==> config.mk <==
export PLATFORM = sky130hd
export DESIGN_NAME = icache_top
export DESIGN_NICKNAME = d
export VERILOG_FILES = /design/src/verilog/icache_pkg.sv /design/src/verilog/icache_datapath.sv /design/src/verilog/icache_ctrl.sv /design/src/verilog/icache_refill.sv /design/src/verilog/icache_top.sv
export SDC_FILE = /design/constraint.sdc
export NUM_CORES = 2
export LEC_CHECK = 0
export BUFFER_PORTS_ARGS = -buffer_cell sky130_fd_sc_hd__buf_2
export CELL_PAD_IN_SITES_DETAIL_PLACEMENT = 2
export CELL_PAD_IN_SITES_GLOBAL_PLACEMENT = 2
export CORE_ASPECT_RATIO = 0.9
export CORE_UTILIZATION = 55
export CTS_BUF_LIST = sky130_fd_sc_hd__clkbuf_16
export DETAILED_ROUTE_END_ITERATION = 8
export HOLD_SLACK_MARGIN = 0.03
export PLACE_DENSITY_LB_ADDON = 0.12
export SETUP_SLACK_MARGIN = 0.1
export SYNTH_ARGS = -nofsm -noshare
export SYNTH_HDL_FRONTEND = slang
export SYNTH_SLANG_ARGS = --single-unit
==> constraint.sdc <==
create_clock -name clk_i -period 24.7 [get_ports clk_i]
set_clock_uncertainty 0.2 [all_clocks]
set_input_delay 0 -clock clk_i [delete_from_list [all_inputs] [get_ports clk_i]]
set_output_delay 0 -clock clk_i [all_outputs]
set_load 0.01 [all_outputs]
==> src/verilog/icache_pkg.sv <==
package icache_pkg;

  // ~~~~~~~~~~~~~~~~~~~~~~~~~~~~~~~~~~~~~~~~
  // address and data geometry
  // ~~~~~~~~~~~~~~~~~~~~~~~~~~~~~~~~~~~~~~~~

  localparam int unsigned ICACHE_ADDR_WIDTH = 32;   // byte address
  localparam int unsigned ICACHE_DATA_WIDTH = 32;   // instruction word, memory bus
  localparam int unsigned ICACHE_LINE_WIDTH = 128;  // one cache line
  localparam int unsigned ICACHE_WORDS      = 4;    // words per line

  // byte offset within a line
  localparam int unsigned ICACHE_OFFSET_BITS = 4;

  // direct mapped, one line per set
  localparam int unsigned ICACHE_NO_OF_SETS = 16;
  localparam int unsigned ICACHE_IDX_BITS   = 4;

  // tag sits above index and offset
  localparam int unsigned ICACHE_TAG_LSB  = 8;
  localparam int unsigned ICACHE_TAG_BITS = 24;

  // ~~~~~~~~~~~~~~~~~~~~~~~~~~~~~~~~~~~~~~~~
  // controller states
  // ~~~~~~~~~~~~~~~~~~~~~~~~~~~~~~~~~~~~~~~~

  typedef enum logic [2:0] {
    IDLE    = 3'd0,  // waiting for a fetch or a flush
    LOOKUP  = 3'd1,  // tag compare on captured address
    REFILL  = 3'd2,  // memory reads in flight
    FILL    = 3'd3,  // write refilled line
    RESPOND = 3'd4,  // ack to fetch side
    FLUSH   = 3'd5   // clear valid bits
  } icache_state_e;

endpackage

==> src/verilog/icache_datapath.sv <==
`timescale 1ns/100ps

module icache_datapath (
  input  logic                                    clk_i,
  input  logic                                    rst_ni,

  input  logic                                    req_latch_i,
  input  logic                                    line_we_i,
  input  logic                                    inval_i,

  input  logic [icache_pkg::ICACHE_ADDR_WIDTH-1:0] addr_i,
  input  logic [icache_pkg::ICACHE_LINE_WIDTH-1:0] line_i,

  output logic                                    hit_o,
  output logic [icache_pkg::ICACHE_DATA_WIDTH-1:0] word_o,
  output logic [icache_pkg::ICACHE_ADDR_WIDTH-1:0] line_base_o
);

  logic [icache_pkg::ICACHE_ADDR_WIDTH-1:0]  addr_q;
  logic [icache_pkg::ICACHE_TAG_BITS-1:0]    addr_tag;
  logic [icache_pkg::ICACHE_IDX_BITS-1:0]    addr_idx;
  logic [$clog2(icache_pkg::ICACHE_WORDS)-1:0] addr_off;

  logic [icache_pkg::ICACHE_TAG_BITS-1:0]    tag_q  [icache_pkg::ICACHE_NO_OF_SETS];
  logic [icache_pkg::ICACHE_LINE_WIDTH-1:0]  data_q [icache_pkg::ICACHE_NO_OF_SETS];
  logic [icache_pkg::ICACHE_NO_OF_SETS-1:0]  valid_q;

  logic [icache_pkg::ICACHE_LINE_WIDTH-1:0]  rd_line;
  logic [icache_pkg::ICACHE_DATA_WIDTH-1:0]  word_d, word_q;

  // ~~~~~~~~~~~~~~~~~~~~~~~~~~~~~~~~~~~~~~~~
  // captured request address
  // ~~~~~~~~~~~~~~~~~~~~~~~~~~~~~~~~~~~~~~~~

  always_ff @(posedge clk_i) begin
    if (req_latch_i) begin
      addr_q <= addr_i;
    end
  end

  assign addr_tag = addr_q[icache_pkg::ICACHE_ADDR_WIDTH-1:icache_pkg::ICACHE_TAG_LSB];
  assign addr_idx = addr_q[icache_pkg::ICACHE_TAG_LSB-1:icache_pkg::ICACHE_OFFSET_BITS];
  assign addr_off = addr_q[icache_pkg::ICACHE_OFFSET_BITS-1:2];  // word within line

  // ~~~~~~~~~~~~~~~~~~~~~~~~~~~~~~~~~~~~~~~~
  // tag, valid and line arrays
  // ~~~~~~~~~~~~~~~~~~~~~~~~~~~~~~~~~~~~~~~~

  always_ff @(posedge clk_i) begin
    if (!rst_ni || inval_i) begin
      valid_q <= '0;
    end else if (line_we_i) begin
      valid_q[addr_idx] <= 1'b1;
    end
  end

  always_ff @(posedge clk_i) begin
    if (line_we_i) begin
      tag_q[addr_idx]  <= addr_tag;
      data_q[addr_idx] <= line_i;
    end
  end

  assign rd_line = data_q[addr_idx];
  assign hit_o   = valid_q[addr_idx] && (tag_q[addr_idx] == addr_tag);

  // registered read port, follows address or line one cycle later
  always_comb begin
    case (addr_off)
      2'd0:    word_d = rd_line[31:0];
      2'd1:    word_d = rd_line[63:32];
      2'd2:    word_d = rd_line[95:64];
      default: word_d = rd_line[127:96];
    endcase
  end

  always_ff @(posedge clk_i) begin
    word_q <= word_d;
  end

  assign word_o      = word_q;
  assign line_base_o = {addr_q[icache_pkg::ICACHE_ADDR_WIDTH-1:icache_pkg::ICACHE_OFFSET_BITS],
                        {icache_pkg::ICACHE_OFFSET_BITS{1'b0}}};

endmodule

==> src/verilog/icache_ctrl.sv <==
`timescale 1ns/100ps

module icache_ctrl (
  input  logic clk_i,
  input  logic rst_ni,

  // fetch side handshake
  input  logic fetch_cyc_i,
  input  logic fetch_stb_i,
  output logic fetch_ack_o,

  input  logic flush_i,

  // datapath
  input  logic hit_i,
  output logic req_latch_o,
  output logic line_we_o,
  output logic inval_o,

  // refill unit
  input  logic refill_done_i,
  output logic refill_start_o
);

  icache_pkg::icache_state_e state_q, state_d;

  logic flush_pend_q, flush_pend_d;
  logic flush_req;
  logic fetch_req;

  assign flush_req = flush_i || flush_pend_q;  // flush wins over a new fetch
  assign fetch_req = fetch_cyc_i && fetch_stb_i;

  // ~~~~~~~~~~~~~~~~~~~~~~~~~~~~~~~~~~~~~~~~
  // state register
  // ~~~~~~~~~~~~~~~~~~~~~~~~~~~~~~~~~~~~~~~~

  always_ff @(posedge clk_i) begin
    if (!rst_ni) begin
      state_q      <= icache_pkg::IDLE;
      flush_pend_q <= 1'b0;
    end else begin
      state_q      <= state_d;
      flush_pend_q <= flush_pend_d;
    end
  end

  // remembered until FLUSH runs
  assign flush_pend_d = (state_q == icache_pkg::FLUSH) ? 1'b0 : (flush_pend_q || flush_i);

  // ~~~~~~~~~~~~~~~~~~~~~~~~~~~~~~~~~~~~~~~~
  // next state
  // ~~~~~~~~~~~~~~~~~~~~~~~~~~~~~~~~~~~~~~~~

  always_comb begin
    state_d = state_q;
    case (state_q)
      icache_pkg::IDLE: begin
        if (flush_req) begin
          state_d = icache_pkg::FLUSH;
        end else if (fetch_req) begin
          state_d = icache_pkg::LOOKUP;
        end
      end
      icache_pkg::LOOKUP: begin
        state_d = hit_i ? icache_pkg::RESPOND : icache_pkg::REFILL;
      end
      icache_pkg::REFILL: begin
        if (refill_done_i) begin
          state_d = icache_pkg::FILL;
        end
      end
      // look again so the word register picks up the new line
      icache_pkg::FILL:    state_d = icache_pkg::LOOKUP;
      icache_pkg::RESPOND: state_d = icache_pkg::IDLE;
      icache_pkg::FLUSH:   state_d = icache_pkg::IDLE;
      default:             state_d = icache_pkg::IDLE;
    endcase
  end

  // ~~~~~~~~~~~~~~~~~~~~~~~~~~~~~~~~~~~~~~~~
  // outputs
  // ~~~~~~~~~~~~~~~~~~~~~~~~~~~~~~~~~~~~~~~~

  assign req_latch_o    = (state_q == icache_pkg::IDLE) && !flush_req && fetch_req;
  assign refill_start_o = (state_q == icache_pkg::LOOKUP) && !hit_i;
  assign line_we_o      = (state_q == icache_pkg::FILL);
  assign inval_o        = (state_q == icache_pkg::FLUSH);
  assign fetch_ack_o    = (state_q == icache_pkg::RESPOND);  // single cycle

endmodule

==> src/verilog/icache_refill.sv <==
`timescale 1ns/100ps

module icache_refill (
  input  logic                                    clk_i,
  input  logic                                    rst_ni,

  input  logic                                    start_i,
  input  logic [icache_pkg::ICACHE_ADDR_WIDTH-1:0] base_addr_i,

  // wishbone classic master
  input  logic [icache_pkg::ICACHE_DATA_WIDTH-1:0] mem_dat_i,
  input  logic                                    mem_ack_i,
  output logic                                    mem_cyc_o,
  output logic                                    mem_stb_o,
  output logic [icache_pkg::ICACHE_ADDR_WIDTH-1:0] mem_adr_o,

  output logic [icache_pkg::ICACHE_LINE_WIDTH-1:0] line_o,
  output logic                                    done_o
);

  localparam logic [1:0] LAST_BEAT = 2'(icache_pkg::ICACHE_WORDS - 1);

  logic       run_q;   // refill in progress
  logic       req_q;   // bus cycle open
  logic       done_q;
  logic [1:0] beat_q;

  logic [icache_pkg::ICACHE_LINE_WIDTH-1:0] line_q;

  // ~~~~~~~~~~~~~~~~~~~~~~~~~~~~~~~~~~~~~~~~
  // beat sequencing
  // ~~~~~~~~~~~~~~~~~~~~~~~~~~~~~~~~~~~~~~~~

  always_ff @(posedge clk_i) begin
    if (!rst_ni) begin
      run_q  <= 1'b0;
      req_q  <= 1'b0;
      done_q <= 1'b0;
      beat_q <= '0;
    end else begin
      done_q <= 1'b0;
      if (start_i) begin
        run_q  <= 1'b1;
        req_q  <= 1'b1;
        beat_q <= '0;
      end else if (req_q && mem_ack_i) begin
        req_q <= 1'b0;  // idle one cycle between beats
        if (beat_q == LAST_BEAT) begin
          run_q  <= 1'b0;
          done_q <= 1'b1;
        end else begin
          beat_q <= beat_q + 2'd1;
        end
      end else if (run_q && !req_q) begin
        req_q <= 1'b1;
      end
    end
  end

  // each acked word goes into its own lane
  always_ff @(posedge clk_i) begin
    if (req_q && mem_ack_i) begin
      line_q[beat_q*icache_pkg::ICACHE_DATA_WIDTH +: icache_pkg::ICACHE_DATA_WIDTH] <= mem_dat_i;
    end
  end

  assign mem_cyc_o = req_q;
  assign mem_stb_o = req_q;
  assign mem_adr_o = {base_addr_i[icache_pkg::ICACHE_ADDR_WIDTH-1:icache_pkg::ICACHE_OFFSET_BITS],
                      beat_q, 2'b00};
  assign line_o    = line_q;
  assign done_o    = done_q;

endmodule

==> src/verilog/icache_top.sv <==
`timescale 1ns/100ps

module icache_top (
  input  logic                                    clk_i,
  input  logic                                    rst_ni,

  input  logic                                    flush_i,

  // fetch side, wishbone classic slave
  input  logic                                    fetch_cyc_i,
  input  logic                                    fetch_stb_i,
  input  logic [icache_pkg::ICACHE_ADDR_WIDTH-1:0] fetch_adr_i,
  output logic [icache_pkg::ICACHE_DATA_WIDTH-1:0] fetch_dat_o,
  output logic                                    fetch_ack_o,

  // memory side, wishbone classic master
  output logic                                    mem_cyc_o,
  output logic                                    mem_stb_o,
  output logic [icache_pkg::ICACHE_ADDR_WIDTH-1:0] mem_adr_o,
  input  logic [icache_pkg::ICACHE_DATA_WIDTH-1:0] mem_dat_i,
  input  logic                                    mem_ack_i
);

  logic hit;
  logic req_latch;
  logic line_we;
  logic inval;
  logic refill_start;
  logic refill_done;

  logic [icache_pkg::ICACHE_LINE_WIDTH-1:0] refill_line;
  logic [icache_pkg::ICACHE_ADDR_WIDTH-1:0] line_base;

  icache_ctrl u_ctrl (
    .clk_i          (clk_i),
    .rst_ni         (rst_ni),
    .fetch_cyc_i    (fetch_cyc_i),
    .fetch_stb_i    (fetch_stb_i),
    .fetch_ack_o    (fetch_ack_o),
    .flush_i        (flush_i),
    .hit_i          (hit),
    .req_latch_o    (req_latch),
    .line_we_o      (line_we),
    .inval_o        (inval),
    .refill_done_i  (refill_done),
    .refill_start_o (refill_start)
  );

  icache_datapath u_datapath (
    .clk_i       (clk_i),
    .rst_ni      (rst_ni),
    .req_latch_i (req_latch),
    .line_we_i   (line_we),
    .inval_i     (inval),
    .addr_i      (fetch_adr_i),
    .line_i      (refill_line),
    .hit_o       (hit),
    .word_o      (fetch_dat_o),
    .line_base_o (line_base)
  );

  icache_refill u_refill (
    .clk_i       (clk_i),
    .rst_ni      (rst_ni),
    .start_i     (refill_start),
    .base_addr_i (line_base),
    .mem_dat_i   (mem_dat_i),
    .mem_ack_i   (mem_ack_i),
    .mem_cyc_o   (mem_cyc_o),
    .mem_stb_o   (mem_stb_o),
    .mem_adr_o   (mem_adr_o),
    .line_o      (refill_line),
    .done_o      (refill_done)
  );

endmodule

==> summary.log, run 1 <==
INFO  placement      dp_hpwl=188mm
INFO  synthesis      synth.avg_cell_area=24.3um^2
INFO  synthesis      synth-warning-count=0
INFO  synthesis      synth.ff_latch_count=2651
INFO  synthesis      synth_top_flop_cell=edfxtp_1
INFO  synthesis      ys_async_sr_fraction=0%
INFO  floorplanning  initial_utilization=55.5%
INFO  floorplanning  die_h=407um
INFO  placement      io_buffer_count=132
INFO  floorplanning  num_rows=148
INFO  floorplanning  top_level_ports=137
INFO  synthesis      synth.cell_area=0.100mm^2
INFO  synthesis      synth.lib_cells_used.distinct=60
INFO  status         error_line=[ERROR DPL-0033] detailed placement checks failed during check placement.
INFO  synthesis      synth-edff-count=2590
INFO  floorplanning  die_w=452um
INFO  status         haltStage=detailed placement (3_5_place_dp)
INFO  status         outcome=stopped before the end
INFO  synthesis      sequential_to_total_area_share_from_yosys_stat=78.6%
INFO  placement      finalWeightedCongestion=0.719
INFO  synthesis      synthCells=4134
[kinds of logic after synthesis]
family	share of synthesized area, %
compound gates	0.587
xor+xnor	0.296
fa+ha+maj	0.0747
buf+inv	1.23
flops	78.6
mux	17.6
other cells	0.00373
simple gates	1.56
[synthesized netlist by cell type (all sizes together), types with 3 or more instances]
master	count	area [um^2]
a211oi	9	67.6
a21oi	10	50.1
a221oi	8	70.1
a22oi	4	30.0
and2	132	826
and3	7	43.8
buf	173	976
clkbuf	65	244
dfxtp	61	1220
edfxtp	2590	77800
ha	6	75.1
inv	4	15.0
mux2	38	428
mux2i	62	621
mux4	738	16600
nand2	22	82.6
nand2b	10	62.6
nand3	6	30.0
nand3b	4	30.0
nor2	55	206
nor2b	10	62.6
nor3	9	50.1
nor3b	6	45.0
o211ai	8	60.1
o21ai	12	60.1
o22ai	15	93.8
o31ai	6	45.0
or2	3	21.3
or3	3	18.8
xnor2	15	131
xor2	19	166
[stage by stage]
step	hold slack (ns)	worst slack [ns]	instances	cell area, um^2
2_1_floorplan	-0.101	12.27	4135	100000
3_3_place_gp	-0.0238	18.28	6529	104000
==> run 2, diff against run 1 <==
==> config.mk (replaced) <==
export PLATFORM = sky130hd
export DESIGN_NAME = icache_top
export DESIGN_NICKNAME = d
export VERILOG_FILES = /design/src/verilog/icache_pkg.sv /design/src/verilog/icache_datapath.sv /design/src/verilog/icache_ctrl.sv /design/src/verilog/icache_refill.sv /design/src/verilog/icache_top.sv
export SDC_FILE = /design/constraint.sdc
export NUM_CORES = 2
export LEC_CHECK = 0
export BUFFER_PORTS_ARGS = -buffer_cell sky130_fd_sc_hd__buf_2
export CORE_UTILIZATION = 40
export DETAILED_ROUTE_END_ITERATION = 8
export PLACE_DENSITY_LB_ADDON = 0.15
export SYNTH_ARGS = -nofsm -noshare
export SYNTH_HDL_FRONTEND = slang
export SYNTH_SLANG_ARGS = --single-unit
==> run 2 against run 1 <==
Net effect:
- the run now ends clean
- synthesized area stayed put
- synthesized cell count stayed put
==> summary.log, run 2 <==
INFO  status         outcome=completed
INFO  clocking       clock-root-buffer=clkbuf_16
INFO  synthesis      synthTopCellsByCount=edfxtp_1 (2590), mux4_2 (734), and2_1 (130)
INFO  setup_path     timing.critical_path.to_type=flop
INFO  finish         largest_register_ff_count=2048
INFO  finish         final_layout_net_count=4659
INFO  clocking       clock_insertion_delay_at_the_later_pin_of_the_skew_report=0.93ns
INFO  sta            maxSlewViolCount=0
INFO  synthesis      synth.ff_latch_count=2651
INFO  sta            setup_viol=0
INFO  floorplanning  top_level_ports=137
INFO  setup_path     timing.critical_path.from_type=flop
INFO  synthesis      synth-warning-count=0
INFO  clocking       hold_buffers=137
INFO  clocking       ctsLongestPathBuffers=4
INFO  route          first_iter_violations=4324
INFO  synthesis      synth_top_flop_cell=edfxtp_1
INFO  grt            global_route_wire_length_before_repair=354mm
INFO  sta            max_freq=0.166GHz
INFO  grt            first_global_vias=47800
INFO  clocking       cts_tree=yes
INFO  synthesis      synth_top_area_share=77.4%
INFO  grt            gr-usage-all-layers=19.8%
INFO  finish         mostFrequentLayoutCells=edfxtp_1 (2590), mux4_2 (734), clkbuf_16 (312)
INFO  setup_path     critical_path_arrival=6.65ns
INFO  clocking       clk_transition_reported_paths=0.06ns
INFO  route          drt_pass1_iterations=6
INFO  clocking       htreeDepth=5
INFO  finish         layout.cell_area.non_filler=0.116mm^2
INFO  synthesis      synth.cell_area=0.100mm^2
INFO  finish         fillCellCount=20700
INFO  flow_run       cap_violations=0
INFO  grt            grt_remaining_overflow=0
INFO  min_path       min-delay-path-class=in2reg
INFO  floorplanning  initial_utilization=40.3%
INFO  synthesis      yosys.area.top_type=edfxtp_1
INFO  synthesis      sequential_to_total_area_share_from_yosys_stat=78.6%
INFO  power_and_ir_drop max-vdd-ir-drop=0.0553mV
INFO  route          detail_route.vias_per_cell=5.54
INFO  route          ant_nets=0
INFO  synthesis      synth-edff-count=2590
INFO  synthesis      ys_async_sr_fraction=0%
INFO  power_and_ir_drop report.power.total=9.96mW
INFO  grt            grt_max_degree=139
INFO  route          drc_errors=0
INFO  sta            final_period_minus_worst_setup_slack=6.04ns
INFO  sta            worst-slew-pin-transition=1.05ns
INFO  placement      dp_hpwl=119mm
INFO  placement      io_buffer_count=132
INFO  sta            rsz_0062_raised_after_global_routing=false
INFO  synthesis      synthCells=4134
INFO  finish         register_with_the_most_flip_flops=u_datapath.data_q
INFO  placement      finalWeightedCongestion=0.691
INFO  floorplanning  num_rows=183
INFO  clocking       cts_repair_resize_count=0
INFO  clocking       clock_sink_count=2651
INFO  synthesis      synth.avg_cell_area=24.3um^2
INFO  sta            fin_setup_tns=0ns
INFO  synthesis      synthMostInstantiatedCell=edfxtp_1
INFO  synthesis      synth.top_cells.by_area=edfxtp_1 (77%), mux4_2 (16%), dfxtp_1 (1.2%), and2_1 (0.81%), mux2i_1 (0.62%)
INFO  clocking       cts_buffers=304
INFO  finish         mostFrequentLayoutCell=edfxtp_1
INFO  placement      placed_cell_area=0.105mm^2
INFO  route          finalWirelength=248mm
INFO  clocking       post_cts.repair.setup_buffers=0
INFO  sta            timing.final.hold_violations=0
INFO  floorplanning  die_h=503um
INFO  floorplanning  die_w=503um
INFO  power_and_ir_drop power.static_leakage=36.0nW
INFO  finish         area_overhead_of_the_layout_relative_to_synthesis=15.3%
INFO  sta            period_share=24.4%
INFO  finish         share_of_layout_cells_above_drive_strength_1=30.1%
INFO  sta            timing.max_slew.rel_slack=30.1%
INFO  floorplanning  coreArea=0.249mm^2
INFO  setup_path     critical_path_class=reg2reg
INFO  finish         sequential_cell_area=0.0790mm^2
INFO  setup_path     req_time_crit_path=25.32ns
INFO  floorplanning  design.die.area=0.253mm^2
INFO  grt            grt_antenna_before_repair=28
INFO  route          via_count=45100
INFO  route          detail_route.wl_per_cell=30.5um
INFO  setup_path     critical_path_peak_fanout=59
INFO  power_and_ir_drop pwr_density_cell=86.0mW/mm^2
INFO  synthesis      synth.lib_cells_used.distinct=60
INFO  finish         multiInputGateArea=0.0204mm^2
run 2: cells by family (layout without fill, tap and decap cells):
| family | count (synthesis) | count (layout) | share of synthesized area, % |
|---|---|---|---|
| compound gates | 85 | 85 | 0.587 |
| xor+xnor | 34 | 34 | 0.296 |
| fa+ha+maj | 6 | 6 | 0.0747 |
| buf+inv | 242 | 913 | 1.23 |
| flops | 2651 | 2651 | 78.6 |
| mux | 838 | 838 | 17.6 |
| other cells | 1 | 9 | 0.00373 |
| simple gates | 277 | 277 | 1.56 |
run 2: path summary, 6_finish.rpt:
kind | from | to | slack (ns) | cells past startpoint
worst min register to register | u_datapath.valid_q[7]$_SDFFE_PP0P_ | u_datapath.valid_q[7]$_SDFFE_PP0P_ | 0.27 | 2
worst max-delay path | flop | u_refill.beat_q[0]$_SDFFE_PP0P_ | 18.66 | 11
worst max register to register | flop | u_refill.beat_q[0]$_SDFFE_PP0P_ | 18.66 | 11
worst min-delay path | mem_dat_i[24] | u_refill.line_o[88]$_DFFE_PP_ | 0.05 | 3
run 2: area by class of cell:
cell class / instances / area share, %
inverter: 4 / 0.0194
antenna: 7 / 0.0151
clock buffer: 402 / 7.12
multi-input combinational: 1242 / 17.6
tap: 3330 / 3.60
clock inverter: 127 / 0.874
timing repair buffer: 380 / 2.60
sequential: 2651 / 68.2
run 2: where the power goes:
| group | internal (mW) | switching (mW) | leakage, nW | total [mW] |
|---|---|---|---|---|
| registers | 5.01 | 0.0907 | 23.6 | 5.10 |
| clock network | 2.49 | 1.73 | 4.52 | 4.23 |
| logic | 0.291 | 0.339 | 7.92 | 0.630 |
run 2: metal layers:
metal / GRT usage (%) / share of wire, % / wire [um] / up-vias
li1: - / - / - / 18600
met4: 4.36 / 1.6 / 3960 / 0
met1: 28.5 / 44 / 109000 / 25000
met3: 3.24 / 5.6 / 13900 / 307
met5: 0 / 0 / 0 / -
met2: 31.9 / 49 / 121000 / 1294
run 2: metrics by stage:
stage | hold slack, ns | cells | util, % | setup WS [ns]
after floorplan | -0.101 | 4135 | - | 12.27
after global placement | -0.0229 | 7470 | 42.2 | 18.45
after detailed placement | -0.0219 | 7470 | 42.2 | 18.42
after CTS | 0.00589 | 8136 | 46.5 | 18.40
after global routing | 0.0150 | 8140 | 46.5 | 18.13
final | 0.0456 | 8143 | 46.5 | 18.66
run 2: critical path, stage by stage, from the launching register on:
cell and delay, ns:
dfxtp_4 0.85, buf_4 0.71, buf_4 0.84, buf_4 0.84, mux4_2 0.41, mux2i_1 0.14
mux2i_1 0.10, xor2_1 0.19, a211oi_1 0.42, nand4b_1 0.46, or2_4 0.40, o31ai_1 0.24
(Power assumes the default switching activity.)
